File: config.mk
export PLATFORM = sky130hd
export DESIGN_NAME = issueCore
export DESIGN_NICKNAME = d
export VERILOG_FILES = /design/src/execPkg.sv /design/src/uopPkg.sv /design/src/issueCore.sv /design/src/port0Writeback.sv /design/src/mulUnit.sv /design/src/intAlu.sv /design/src/reservationStation.sv /design/src/dispatchIntake.sv
export SDC_FILE = /design/constraint.sdc
export NUM_CORES = 2
export LEC_CHECK = 0
export BUFFER_PORTS_ARGS = -buffer_cell sky130_fd_sc_hd__buf_2
export CAP_MARGIN = 20
export CORE_MARGIN = 5
export CORE_UTILIZATION = 40
export DETAILED_ROUTE_END_ITERATION = 10
export SLEW_MARGIN = 15
export SYNTH_ARGS = -nofsm -noshare
export SYNTH_HDL_FRONTEND = slang
export SYNTH_HIERARCHICAL = 1
export SYNTH_SLANG_ARGS = --single-unit
File: constraint.sdc
create_clock -name clk -period 25.3 [get_ports clk]
set_input_delay 5.06 -clock clk [delete_from_list [all_inputs] [get_ports clk]]
set_output_delay 5.06 -clock clk [all_outputs]
set_load 0.05 [all_outputs]
File: src/execPkg.sv
package execPkg;

    // Cycles from issue to the result on the bus
    localparam int ALU_LATENCY = 1;
    localparam int MUL_LATENCY = 3;

    // One result bus per issue port
    localparam int NUM_PORTS = 2;

    // Bus 0 slots a multiply holds ahead of a later ALU result
    typedef logic [MUL_LATENCY-ALU_LATENCY-1:0] wbSlotsT;

endpackage

File: src/uopPkg.sv
package uopPkg;

    typedef logic [5:0] sqNT;
    typedef logic [4:0] tagT;
    typedef logic [15:0] dataT;

    // Entry count of the station, 0 up to its depth
    typedef logic [3:0] freeT;

    typedef enum logic [1:0] {
        FU_ADD,
        FU_SUB,
        FU_XOR,
        FU_MUL
    } fuT;

    // True when a is younger than b, by the sign of the wrapped difference
    function automatic logic isYounger(input sqNT a, input sqNT b);
        sqNT diff;
        diff = a - b;
        return !diff[$bits(sqNT)-1] && (diff != '0);
    endfunction

endpackage
File: src/issueCore.sv
module issueCore import uopPkg::*; #(
    parameter int RS_DEPTH = 8
) (
    input  logic clk,
    input  logic rst,
    input  logic inReq,
    output logic inAck,
    input  fuT   inFu,
    input  tagT  inTagA,
    input  logic inAvailA,
    input  tagT  inTagB,
    input  logic inAvailB,
    input  tagT  inTagDst,
    input  dataT inDataA,
    input  dataT inDataB,
    input  logic invalidate,
    input  sqNT  invalidateSqN,
    output freeT free,
    output logic resValid0,
    output tagT  resTag0,
    output sqNT  resSqN0,
    output dataT resData0,
    output logic resValid1,
    output tagT  resTag1,
    output sqNT  resSqN1,
    output dataT resData1
);

    logic enqValid;
    sqNT  enqSqN;
    fuT   enqFu;
    tagT  enqTagA;
    logic enqAvailA;
    tagT  enqTagB;
    logic enqAvailB;
    tagT  enqTagDst;
    dataT enqDataA;
    dataT enqDataB;

    logic issueValid0;
    fuT   issueFu0;
    sqNT  issueSqN0;
    tagT  issueTag0;
    dataT issueDataA0;
    dataT issueDataB0;
    logic issueValid1;
    fuT   issueFu1;
    sqNT  issueSqN1;
    tagT  issueTag1;
    dataT issueDataA1;
    dataT issueDataB1;

    dispatchIntake #(.RS_DEPTH(RS_DEPTH)) intake (
        .clk(clk), .rst(rst), .inReq(inReq), .inAck(inAck), .inFu(inFu),
        .inTagA(inTagA), .inAvailA(inAvailA), .inTagB(inTagB), .inAvailB(inAvailB),
        .inTagDst(inTagDst), .inDataA(inDataA), .inDataB(inDataB), .free(free),
        .enqValid(enqValid), .enqSqN(enqSqN), .enqFu(enqFu),
        .enqTagA(enqTagA), .enqAvailA(enqAvailA), .enqTagB(enqTagB), .enqAvailB(enqAvailB),
        .enqTagDst(enqTagDst), .enqDataA(enqDataA), .enqDataB(enqDataB)
    );

    reservationStation #(.RS_DEPTH(RS_DEPTH)) station (
        .clk(clk), .rst(rst), .enqValid(enqValid), .enqSqN(enqSqN), .enqFu(enqFu),
        .enqTagA(enqTagA), .enqAvailA(enqAvailA), .enqTagB(enqTagB), .enqAvailB(enqAvailB),
        .enqTagDst(enqTagDst), .enqDataA(enqDataA), .enqDataB(enqDataB), .free(free),
        .resValid0(resValid0), .resTag0(resTag0), .resSqN0(resSqN0),
        .resValid1(resValid1), .resTag1(resTag1), .resSqN1(resSqN1),
        .invalidate(invalidate), .invalidateSqN(invalidateSqN),
        .issueValid0(issueValid0), .issueFu0(issueFu0), .issueSqN0(issueSqN0),
        .issueTag0(issueTag0), .issueDataA0(issueDataA0), .issueDataB0(issueDataB0),
        .issueValid1(issueValid1), .issueFu1(issueFu1), .issueSqN1(issueSqN1),
        .issueTag1(issueTag1), .issueDataA1(issueDataA1), .issueDataB1(issueDataB1)
    );

    port0Writeback port0 (
        .clk(clk), .rst(rst), .issueValid(issueValid0), .issueFu(issueFu0),
        .issueSqN(issueSqN0), .issueTag(issueTag0),
        .issueDataA(issueDataA0), .issueDataB(issueDataB0),
        .invalidate(invalidate), .invalidateSqN(invalidateSqN),
        .resValid(resValid0), .resTag(resTag0), .resSqN(resSqN0), .resData(resData0)
    );

    // Port 1 only ever carries ALU ops
    intAlu port1 (
        .clk(clk), .rst(rst), .issueValid(issueValid1), .issueFu(issueFu1),
        .issueSqN(issueSqN1), .issueTag(issueTag1),
        .issueDataA(issueDataA1), .issueDataB(issueDataB1),
        .invalidate(invalidate), .invalidateSqN(invalidateSqN),
        .resValid(resValid1), .resTag(resTag1), .resSqN(resSqN1), .resData(resData1)
    );

endmodule

File: src/port0Writeback.sv
module port0Writeback import uopPkg::*; (
    input  logic clk,
    input  logic rst,
    input  logic issueValid,
    input  fuT   issueFu,
    input  sqNT  issueSqN,
    input  tagT  issueTag,
    input  dataT issueDataA,
    input  dataT issueDataB,
    input  logic invalidate,
    input  sqNT  invalidateSqN,
    output logic resValid,
    output tagT  resTag,
    output sqNT  resSqN,
    output dataT resData
);

    logic aluIssue;
    logic mulIssue;
    logic aluValid;
    logic mulValid;
    tagT  aluTag;
    tagT  mulTag;
    sqNT  aluSqN;
    sqNT  mulSqN;
    dataT aluData;
    dataT mulData;

    assign aluIssue = issueValid && issueFu != FU_MUL;
    assign mulIssue = issueValid && issueFu == FU_MUL;

    intAlu alu0 (
        .clk(clk), .rst(rst), .issueValid(aluIssue), .issueFu(issueFu),
        .issueSqN(issueSqN), .issueTag(issueTag),
        .issueDataA(issueDataA), .issueDataB(issueDataB),
        .invalidate(invalidate), .invalidateSqN(invalidateSqN),
        .resValid(aluValid), .resTag(aluTag), .resSqN(aluSqN), .resData(aluData)
    );

    mulUnit mul0 (
        .clk(clk), .rst(rst), .issueValid(mulIssue), .issueFu(issueFu),
        .issueSqN(issueSqN), .issueTag(issueTag),
        .issueDataA(issueDataA), .issueDataB(issueDataB),
        .invalidate(invalidate), .invalidateSqN(invalidateSqN),
        .mulValid(mulValid), .mulTag(mulTag), .mulSqN(mulSqN), .mulData(mulData)
    );

    assign resValid = mulValid || aluValid;
    assign resTag = mulValid ? mulTag : aluTag;
    assign resSqN = mulValid ? mulSqN : aluSqN;
    assign resData = mulValid ? mulData : aluData;

    // The station's write-back reservation keeps these apart
    assert property (@(posedge clk) disable iff (rst) !(mulValid && aluValid))
        else $error("ALU and multiplier collided on result bus 0");

endmodule

File: src/mulUnit.sv
module mulUnit import uopPkg::*; (
    input  logic clk,
    input  logic rst,
    input  logic issueValid,
    input  fuT   issueFu,
    input  sqNT  issueSqN,
    input  tagT  issueTag,
    input  dataT issueDataA,
    input  dataT issueDataB,
    input  logic invalidate,
    input  sqNT  invalidateSqN,
    output logic mulValid,
    output tagT  mulTag,
    output sqNT  mulSqN,
    output dataT mulData
);

    logic       s1Valid;
    logic       s2Valid;
    tagT        s1Tag;
    tagT        s2Tag;
    sqNT        s1SqN;
    sqNT        s2SqN;
    dataT       s1A;
    dataT       s1B;
    dataT       s2A;
    logic [7:0] s2BHigh;
    dataT       s2Part;

    function automatic logic killed(input sqNT s);
        return invalidate && isYounger(s, invalidateSqN);
    endfunction

    always_ff @(posedge clk) begin
        if (rst) begin
            s1Valid <= 1'b0;
            s2Valid <= 1'b0;
            mulValid <= 1'b0;
        end else begin
            s1Valid <= issueValid && issueFu == FU_MUL && !killed(issueSqN);
            s2Valid <= s1Valid && !killed(s1SqN);
            mulValid <= s2Valid && !killed(s2SqN);
        end
    end

    always_ff @(posedge clk) begin
        s1Tag <= issueTag;
        s1SqN <= issueSqN;
        s1A <= issueDataA;
        s1B <= issueDataB;

        // Low multiplier byte here, high byte shifted in on the last stage
        s2Tag <= s1Tag;
        s2SqN <= s1SqN;
        s2A <= s1A;
        s2BHigh <= s1B[15:8];
        s2Part <= s1A * s1B[7:0];

        mulTag <= s2Tag;
        mulSqN <= s2SqN;
        mulData <= s2Part + ((s2A * s2BHigh) << 8);
    end

endmodule

File: src/intAlu.sv
module intAlu import uopPkg::*; (
    input  logic clk,
    input  logic rst,
    input  logic issueValid,
    input  fuT   issueFu,
    input  sqNT  issueSqN,
    input  tagT  issueTag,
    input  dataT issueDataA,
    input  dataT issueDataB,
    input  logic invalidate,
    input  sqNT  invalidateSqN,
    output logic resValid,
    output tagT  resTag,
    output sqNT  resSqN,
    output dataT resData
);

    dataT aluOut;

    always_comb begin
        case (issueFu)
            FU_SUB: aluOut = issueDataA - issueDataB;
            FU_XOR: aluOut = issueDataA ^ issueDataB;
            // Multiplies are never steered here
            default: aluOut = issueDataA + issueDataB;
        endcase
    end

    always_ff @(posedge clk) begin
        if (rst) begin
            resValid <= 1'b0;
        end else begin
            resValid <= issueValid && !(invalidate && isYounger(issueSqN, invalidateSqN));
        end
    end

    always_ff @(posedge clk) begin
        resTag <= issueTag;
        resSqN <= issueSqN;
        resData <= aluOut;
    end

endmodule

File: src/reservationStation.sv
module reservationStation import uopPkg::*, execPkg::*; #(
    parameter int RS_DEPTH = 8
) (
    input  logic clk,
    input  logic rst,
    input  logic enqValid,
    input  sqNT  enqSqN,
    input  fuT   enqFu,
    input  tagT  enqTagA,
    input  logic enqAvailA,
    input  tagT  enqTagB,
    input  logic enqAvailB,
    input  tagT  enqTagDst,
    input  dataT enqDataA,
    input  dataT enqDataB,
    output freeT free,
    input  logic resValid0,
    input  tagT  resTag0,
    input  sqNT  resSqN0,
    input  logic resValid1,
    input  tagT  resTag1,
    input  sqNT  resSqN1,
    input  logic invalidate,
    input  sqNT  invalidateSqN,
    output logic issueValid0,
    output fuT   issueFu0,
    output sqNT  issueSqN0,
    output tagT  issueTag0,
    output dataT issueDataA0,
    output dataT issueDataB0,
    output logic issueValid1,
    output fuT   issueFu1,
    output sqNT  issueSqN1,
    output tagT  issueTag1,
    output dataT issueDataA1,
    output dataT issueDataB1
);

    localparam int IDX_W = $clog2(RS_DEPTH);

    logic [RS_DEPTH-1:0] entValid;
    logic [RS_DEPTH-1:0] entAvailA;
    logic [RS_DEPTH-1:0] entAvailB;
    sqNT  entSqN [RS_DEPTH];
    fuT   entFu [RS_DEPTH];
    tagT  entTagA [RS_DEPTH];
    tagT  entTagB [RS_DEPTH];
    tagT  entTagDst [RS_DEPTH];
    dataT entDataA [RS_DEPTH];
    dataT entDataB [RS_DEPTH];

    wbSlotsT wbSlots;

    logic [RS_DEPTH-1:0] live;
    logic [RS_DEPTH-1:0] ready;
    logic [RS_DEPTH-1:0] cand0;
    logic [RS_DEPTH-1:0] cand1;
    logic [RS_DEPTH-1:0] nextValid;
    logic                selValid [NUM_PORTS];
    logic [IDX_W-1:0]    selIdx [NUM_PORTS];
    logic [IDX_W-1:0]    enqIdx;
    logic                enqKeep;
    logic                mulIssue;
    freeT                nextFree;

    function automatic logic dying(input sqNT s);
        return invalidate && isYounger(s, invalidateSqN);
    endfunction

    // Result buses and ALU ops sitting in the issue registers
    function automatic logic wakes(input tagT t);
        return (resValid0 && resTag0 == t && !dying(resSqN0))
            || (resValid1 && resTag1 == t && !dying(resSqN1))
            || (issueValid0 && issueFu0 != FU_MUL && issueTag0 == t && !dying(issueSqN0))
            || (issueValid1 && issueTag1 == t && !dying(issueSqN1));
    endfunction

    // Tournament over a heap of 2*RS_DEPTH nodes, leaves at RS_DEPTH and up
    function automatic logic [IDX_W:0] pickOldest(input logic [RS_DEPTH-1:0] cand,
                                                  input sqNT sqns [RS_DEPTH]);
        logic             nodeValid [2*RS_DEPTH];
        logic [IDX_W-1:0] nodeIdx [2*RS_DEPTH];
        sqNT              nodeSqN [2*RS_DEPTH];
        for (int i = 0; i < RS_DEPTH; i++) begin
            nodeValid[RS_DEPTH+i] = cand[i];
            nodeIdx[RS_DEPTH+i] = IDX_W'(i);
            nodeSqN[RS_DEPTH+i] = sqns[i];
        end
        for (int k = RS_DEPTH - 1; k >= 1; k--) begin
            if (nodeValid[2*k] &&
                (!nodeValid[2*k+1] || isYounger(nodeSqN[2*k+1], nodeSqN[2*k]))) begin
                nodeValid[k] = 1'b1;
                nodeIdx[k] = nodeIdx[2*k];
                nodeSqN[k] = nodeSqN[2*k];
            end else begin
                nodeValid[k] = nodeValid[2*k+1];
                nodeIdx[k] = nodeIdx[2*k+1];
                nodeSqN[k] = nodeSqN[2*k+1];
            end
        end
        return {nodeValid[1], nodeIdx[1]};
    endfunction

    always_comb begin
        for (int i = 0; i < RS_DEPTH; i++) begin
            live[i] = entValid[i] && !dying(entSqN[i]);
            ready[i] = (entAvailA[i] || wakes(entTagA[i])) && (entAvailB[i] || wakes(entTagB[i]));
            // wbSlots[0] means a multiply lands on bus 0 where this ALU result would
            cand0[i] = live[i] && ready[i] && !(entFu[i] != FU_MUL && wbSlots[0]);
        end
        {selValid[0], selIdx[0]} = pickOldest(cand0, entSqN);

        for (int i = 0; i < RS_DEPTH; i++) begin
            cand1[i] = live[i] && ready[i] && entFu[i] != FU_MUL
                && !(selValid[0] && selIdx[0] == IDX_W'(i));
        end
        {selValid[1], selIdx[1]} = pickOldest(cand1, entSqN);

        mulIssue = selValid[0] && entFu[selIdx[0]] == FU_MUL;

        enqIdx = '0;
        for (int i = RS_DEPTH - 1; i >= 0; i--) begin
            if (!entValid[i]) begin
                enqIdx = IDX_W'(i);
            end
        end
        enqKeep = enqValid && !dying(enqSqN);

        nextValid = live;
        for (int p = 0; p < NUM_PORTS; p++) begin
            if (selValid[p]) begin
                nextValid[selIdx[p]] = 1'b0;
            end
        end
        if (enqKeep) begin
            nextValid[enqIdx] = 1'b1;
        end

        nextFree = '0;
        for (int i = 0; i < RS_DEPTH; i++) begin
            nextFree = nextFree + freeT'(!nextValid[i]);
        end
    end

    always_ff @(posedge clk) begin
        if (rst) begin
            entValid <= '0;
            free <= freeT'(RS_DEPTH);
            wbSlots <= '0;
            issueValid0 <= 1'b0;
            issueValid1 <= 1'b0;
        end else begin
            entValid <= nextValid;
            free <= nextFree;
            wbSlots <= (wbSlots >> 1) | (wbSlotsT'(mulIssue) << ($bits(wbSlotsT) - 1));
            issueValid0 <= selValid[0];
            issueValid1 <= selValid[1];
        end
    end

    always_ff @(posedge clk) begin
        for (int i = 0; i < RS_DEPTH; i++) begin
            entAvailA[i] <= entAvailA[i] || wakes(entTagA[i]);
            entAvailB[i] <= entAvailB[i] || wakes(entTagB[i]);
        end
        if (enqKeep) begin
            entSqN[enqIdx] <= enqSqN;
            entFu[enqIdx] <= enqFu;
            entTagA[enqIdx] <= enqTagA;
            entTagB[enqIdx] <= enqTagB;
            entTagDst[enqIdx] <= enqTagDst;
            entAvailA[enqIdx] <= enqAvailA || wakes(enqTagA);
            entAvailB[enqIdx] <= enqAvailB || wakes(enqTagB);
            entDataA[enqIdx] <= enqDataA;
            entDataB[enqIdx] <= enqDataB;
        end

        issueFu0 <= entFu[selIdx[0]];
        issueSqN0 <= entSqN[selIdx[0]];
        issueTag0 <= entTagDst[selIdx[0]];
        issueDataA0 <= entDataA[selIdx[0]];
        issueDataB0 <= entDataB[selIdx[0]];

        issueFu1 <= entFu[selIdx[1]];
        issueSqN1 <= entSqN[selIdx[1]];
        issueTag1 <= entTagDst[selIdx[1]];
        issueDataA1 <= entDataA[selIdx[1]];
        issueDataB1 <= entDataB[selIdx[1]];
    end

    assert property (@(posedge clk) disable iff (rst) free <= RS_DEPTH)
        else $error("free count above station depth");

    assert property (@(posedge clk) disable iff (rst)
        issueValid0 && issueValid1 |-> issueSqN0 != issueSqN1)
        else $error("same micro-op issued on both ports");

endmodule

File: src/dispatchIntake.sv
module dispatchIntake import uopPkg::*; #(
    parameter int RS_DEPTH = 8
) (
    input  logic clk,
    input  logic rst,
    input  logic inReq,
    output logic inAck,
    input  fuT   inFu,
    input  tagT  inTagA,
    input  logic inAvailA,
    input  tagT  inTagB,
    input  logic inAvailB,
    input  tagT  inTagDst,
    input  dataT inDataA,
    input  dataT inDataB,
    input  freeT free,
    output logic enqValid,
    output sqNT  enqSqN,
    output fuT   enqFu,
    output tagT  enqTagA,
    output logic enqAvailA,
    output tagT  enqTagB,
    output logic enqAvailB,
    output tagT  enqTagDst,
    output dataT enqDataA,
    output dataT enqDataB
);

    typedef enum logic [1:0] {
        IDLE,
        ACK_HIGH,
        REQ_LOW
    } stateT;

    stateT state;
    sqNT   nextSqN;
    logic  accept;

    // Wrapped age compare holds only while live ops span under half the number space
    if (2 * RS_DEPTH > (1 << $bits(sqNT))) begin : gDepthCheck
        $error("RS_DEPTH too large for the sequence number width");
    end

    assign accept = (state == IDLE) && inReq && (free != '0);

    always_ff @(posedge clk) begin
        if (rst) begin
            state <= IDLE;
            inAck <= 1'b0;
            enqValid <= 1'b0;
            nextSqN <= '0;
        end else begin
            enqValid <= accept;
            case (state)
                IDLE: begin
                    if (accept) begin
                        inAck <= 1'b1;
                        nextSqN <= nextSqN + 1'b1;
                        state <= ACK_HIGH;
                    end
                end
                ACK_HIGH: begin
                    if (!inReq) begin
                        inAck <= 1'b0;
                        state <= REQ_LOW;
                    end
                end
                // One quiet cycle with both lines low before the next request
                default: state <= IDLE;
            endcase
        end
    end

    always_ff @(posedge clk) begin
        if (accept) begin
            enqSqN <= nextSqN;
            enqFu <= inFu;
            enqTagA <= inTagA;
            enqAvailA <= inAvailA;
            enqTagB <= inTagB;
            enqAvailB <= inAvailB;
            enqTagDst <= inTagDst;
            enqDataA <= inDataA;
            enqDataB <= inDataB;
        end
    end

    assert property (@(posedge clk) disable iff (rst) enqValid |-> free != '0)
        else $error("micro-op written into a full station");

endmodule

==> results.sh <==
export IMPL_rr_startpoint="port0/mul0/mulValid"
export IMPL_cts_root_buffer="clkbuf_16"
export IMPL_drv_cap=0
export IMPL_core_area_mm2=0.119
export IMPL_final_nets=4987
export IMPL_htreeDepth=3
export IMPL_grt_max_degree=157
export IMPL_dp_hpwl_mm=94.3
export IMPL_grtUsageMet1_pct=31.0
export IMPL_fin_crit_ps=23740
export IMPL_cts_repair_resized=0
export IMPL_path_class="primary input to flip-flop"
export IMPL_yosys_top_cells_area="edfxtp_1 31%, dfxtp_1 13%, ha_1 5.8%"
export IMPL_slew_violations=0
export IMPL_dpl_cell_count=6116
export IMPL_nFillCells=11200
export IMPL_grt_pass1_vias=34400
export IMPL_firstDrtPassIters=6
export IMPL_drt_iter0_drc=3425
export IMPL_cts_tree="done"
export IMPL_die_height_um=356
export IMPL_p_leak_nw=20.4
export IMPL_ant_nets=0
export IMPL_fin_tns_setup_ps=0
export IMPL_synth_cells_most_frequent="569 x nand2_1, 497 x edfxtp_1, 304 x dfxtp_1"
export IMPL_synth_top_area_cell="edfxtp_1"
export IMPL_yosysUniqueCellTypes=115
export IMPL_synth_async_reset_ratio_pct=0
export IMPL_synth_edf_count=497
export IMPL_hold_start="port0/mul0/s1Tag[4]"
export IMPL_place_ws_ps=1190
export IMPL_grt_antenna_before_repair=7
export IMPL_fin_skew_ps=74.5
export IMPL_rsz0062_at_grt="false"
export IMPL_die_w_um=356
export IMPL_vias=35400
export IMPL_rr_worst_depth=76
export IMPL_ios=122
export IMPL_track_usage_pct=22.3
export IMPL_synthesis_nets=4960
export IMPL_yosys_warnings=6
export IMPL_period_share_pct=93.8
export IMPL_initial_core_util_pct=40.1
export IMPL_drt_total_wl_mm=144
export IMPL_crit_path_max_incr_delay_ps=770
export IMPL_clk_latency_ps=710
export IMPL_clkSinkCount=801
export IMPL_path_max_fanout=30
export IMPL_clockBufferDepth=3
export IMPL_cp_arrival_ps=24300
export IMPL_crit_start="invalidateSqN[1]"
export IMPL_setup_violations=0
export IMPL_wl_per_cell_um=23.0
export IMPL_synthesis_area_mm2=0.0480
export IMPL_fin_ws_ps=1560
export IMPL_hold_depth=0
export IMPL_viasPerCell=5.63
export IMPL_avgSynthCellArea_um2=10.5
export IMPL_end_kind="flip-flop"
export IMPL_cp_start_kind="primary input"
export IMPL_top_usage_layer="met2"
export IMPL_ys_flop_type="edfxtp_1"
export IMPL_rr_endpoint="station/free[2]"
export IMPL_crit_top_cell="a21oi_1"
export IMPL_hold_viol_final=0
export IMPL_rows=127
export IMPL_synth_seq_cells=801
export IMPL_path_clk_slew_ps=60
export IMPL_crit_end="station/free[2]"
export IMPL_cts_made_buffers=89
export IMPL_drc=0
export IMPL_post_cts_buffers=0
export IMPL_slowest_stage="o211ai_2"
export IMPL_port_buffer_count=121
export IMPL_tightest_slew_ps=1140
export IMPL_ir_worst_vdd_mv=0.0922
export IMPL_synth_seq_area_share_pct=43.8
export IMPL_hold_path_class="flip-flop to flip-flop"
export IMPL_slew_headroom_pct=24.2
export IMPL_grt_overflow=0
export IMPL_r2r_slack_ps=5650
export IMPL_synth_most_common_cell="nand2_1"
export IMPL_stdcell_count=6287
export IMPL_power_density_mw_per_mm2=89.6
export IMPL_use_met2_pct=35.9
export IMPL_synth_top_area_share_pct=31.1
export IMPL_dieArea_mm2=0.127
export IMPL_whs_ps=318
export IMPL_status="finished clean"
export IMPL_fmax_ghz=0.0421
export IMPL_crit_required_ps=25850
export IMPL_grt_met3_usage_pct=3.61
export IMPL_synth_cells=4569
export IMPL_finalPower_w=0.00477
export IMPL_place_gp_congestion=0.963
export IMPL_grt_pass1_wl_mm=217
export IMPL_postCtsHoldBufs=0
export IMPL_drive_gt1_share_pct=12.8
export IMPL_area_growth_pct=11.0
-- worst max-delay path, delay by kind of cell --
| family | cells | cell delay (ps) |
|---|---|---|
| xor+xnor | 5 | 1100 |
| buf+inv | 10 | 2250 |
| compound gates | 28 | 7910 |
| simple gates | 20 | 4140 |
| mux | 1 | 130 |
| fa+ha+maj | 10 | 3640 |
-- report_power, final --
part | switching [W] | leakage, nW | total (W) | internal, W
Clock | 0.000566 | 1.50 | 0.00134 | 0.000769
Combinational | 0.00104 | 11.8 | 0.00177 | 0.000737
Sequential | 0.000122 | 7.07 | 0.00166 | 0.00154
-- routing by layer --
metal / vias to the layer above / share of wire, %
met5: - / 0.024
met4: 6 / 2.7
met3: 265 / 7.8
met2: 1454 / 46
met1: 17400 / 44
li1: 16300 / -
-- registers in the layout (all words and copies together), names as in the netlist, 40 cells and up --
signal             cells
station/entDataA     128
station/entDataB     128
station/entSqN        48
station/entTagA       40
station/entTagB       40
station/entTagDst     40
-- how the worst min path moves through the flow --
| stage | slack (ps) | to |
|---|---|---|
| after floorplan | 310 | port0/mul0/mulData[0] |
| after global placement | 310 | port0/mul0/s2Tag[4] |
| after detailed placement | 310 | port0/mul0/s2BHigh[6] |
| after CTS | 300 | port0/mul0/s2Tag[4] |
| after global routing | 310 | port0/mul0/s2Tag[4] |
| final | 320 | port0/mul0/s2Tag[4] |
-- kinds of logic after synthesis --
family,share of synthesized area (%)
mux,5.52
buf+inv,4.32
xor+xnor,10.4
compound gates,11.5
simple gates,14.1
flops,43.8
fa+ha+maj,10.3
-- layout by cell type (no fill, tap or decap), types with 49 or more instances in the layout --
| cell | count |
|---|---|
| inv_1 | 255 |
| dfxtp_1 | 303 |
| a21oi_1 | 139 |
| and3_1 | 66 |
| o21ai_0 | 127 |
| nand4_1 | 51 |
| edfxtp_1 | 497 |
| nor3_1 | 68 |
| fa_1 | 107 |
| a21o_1 | 53 |
| xnor2_1 | 297 |
| and2_1 | 83 |
| buf_4 | 59 |
| nand2_1 | 569 |
| o211ai_1 | 66 |
| xor2_1 | 263 |
| clkbuf_16 | 98 |
| mux2_4 | 64 |
| nand3_1 | 188 |
| mux2_2 | 97 |
| nor2b_1 | 49 |
| buf_2 | 121 |
| ha_1 | 223 |
| nor2_1 | 131 |
-- metrics by stage --
step	util, %	area [µm²]
6_report	44.6	53200
5_1_grt	44.6	53200
4_1_cts	44.5	53200
3_5_place_dp	42.0	50100
3_3_place_gp	42.0	50100
2_1_floorplan	-	48000
-- area by class of cell --
cell class              count  area [µm²]  share of cell area (%)
clock buffers             119        2580                    4.85
repair buffers            183        1100                    2.07
flip-flops and latches    801       21000                    39.5
well taps                1612        2020                    3.79
multi-input cells        3265       25100                    47.1
inverters                 256         962                    1.81
clock inverters            49         484                   0.909
diodes                      2        5.00                 0.00940
Power figures use the tool's default switching activity.
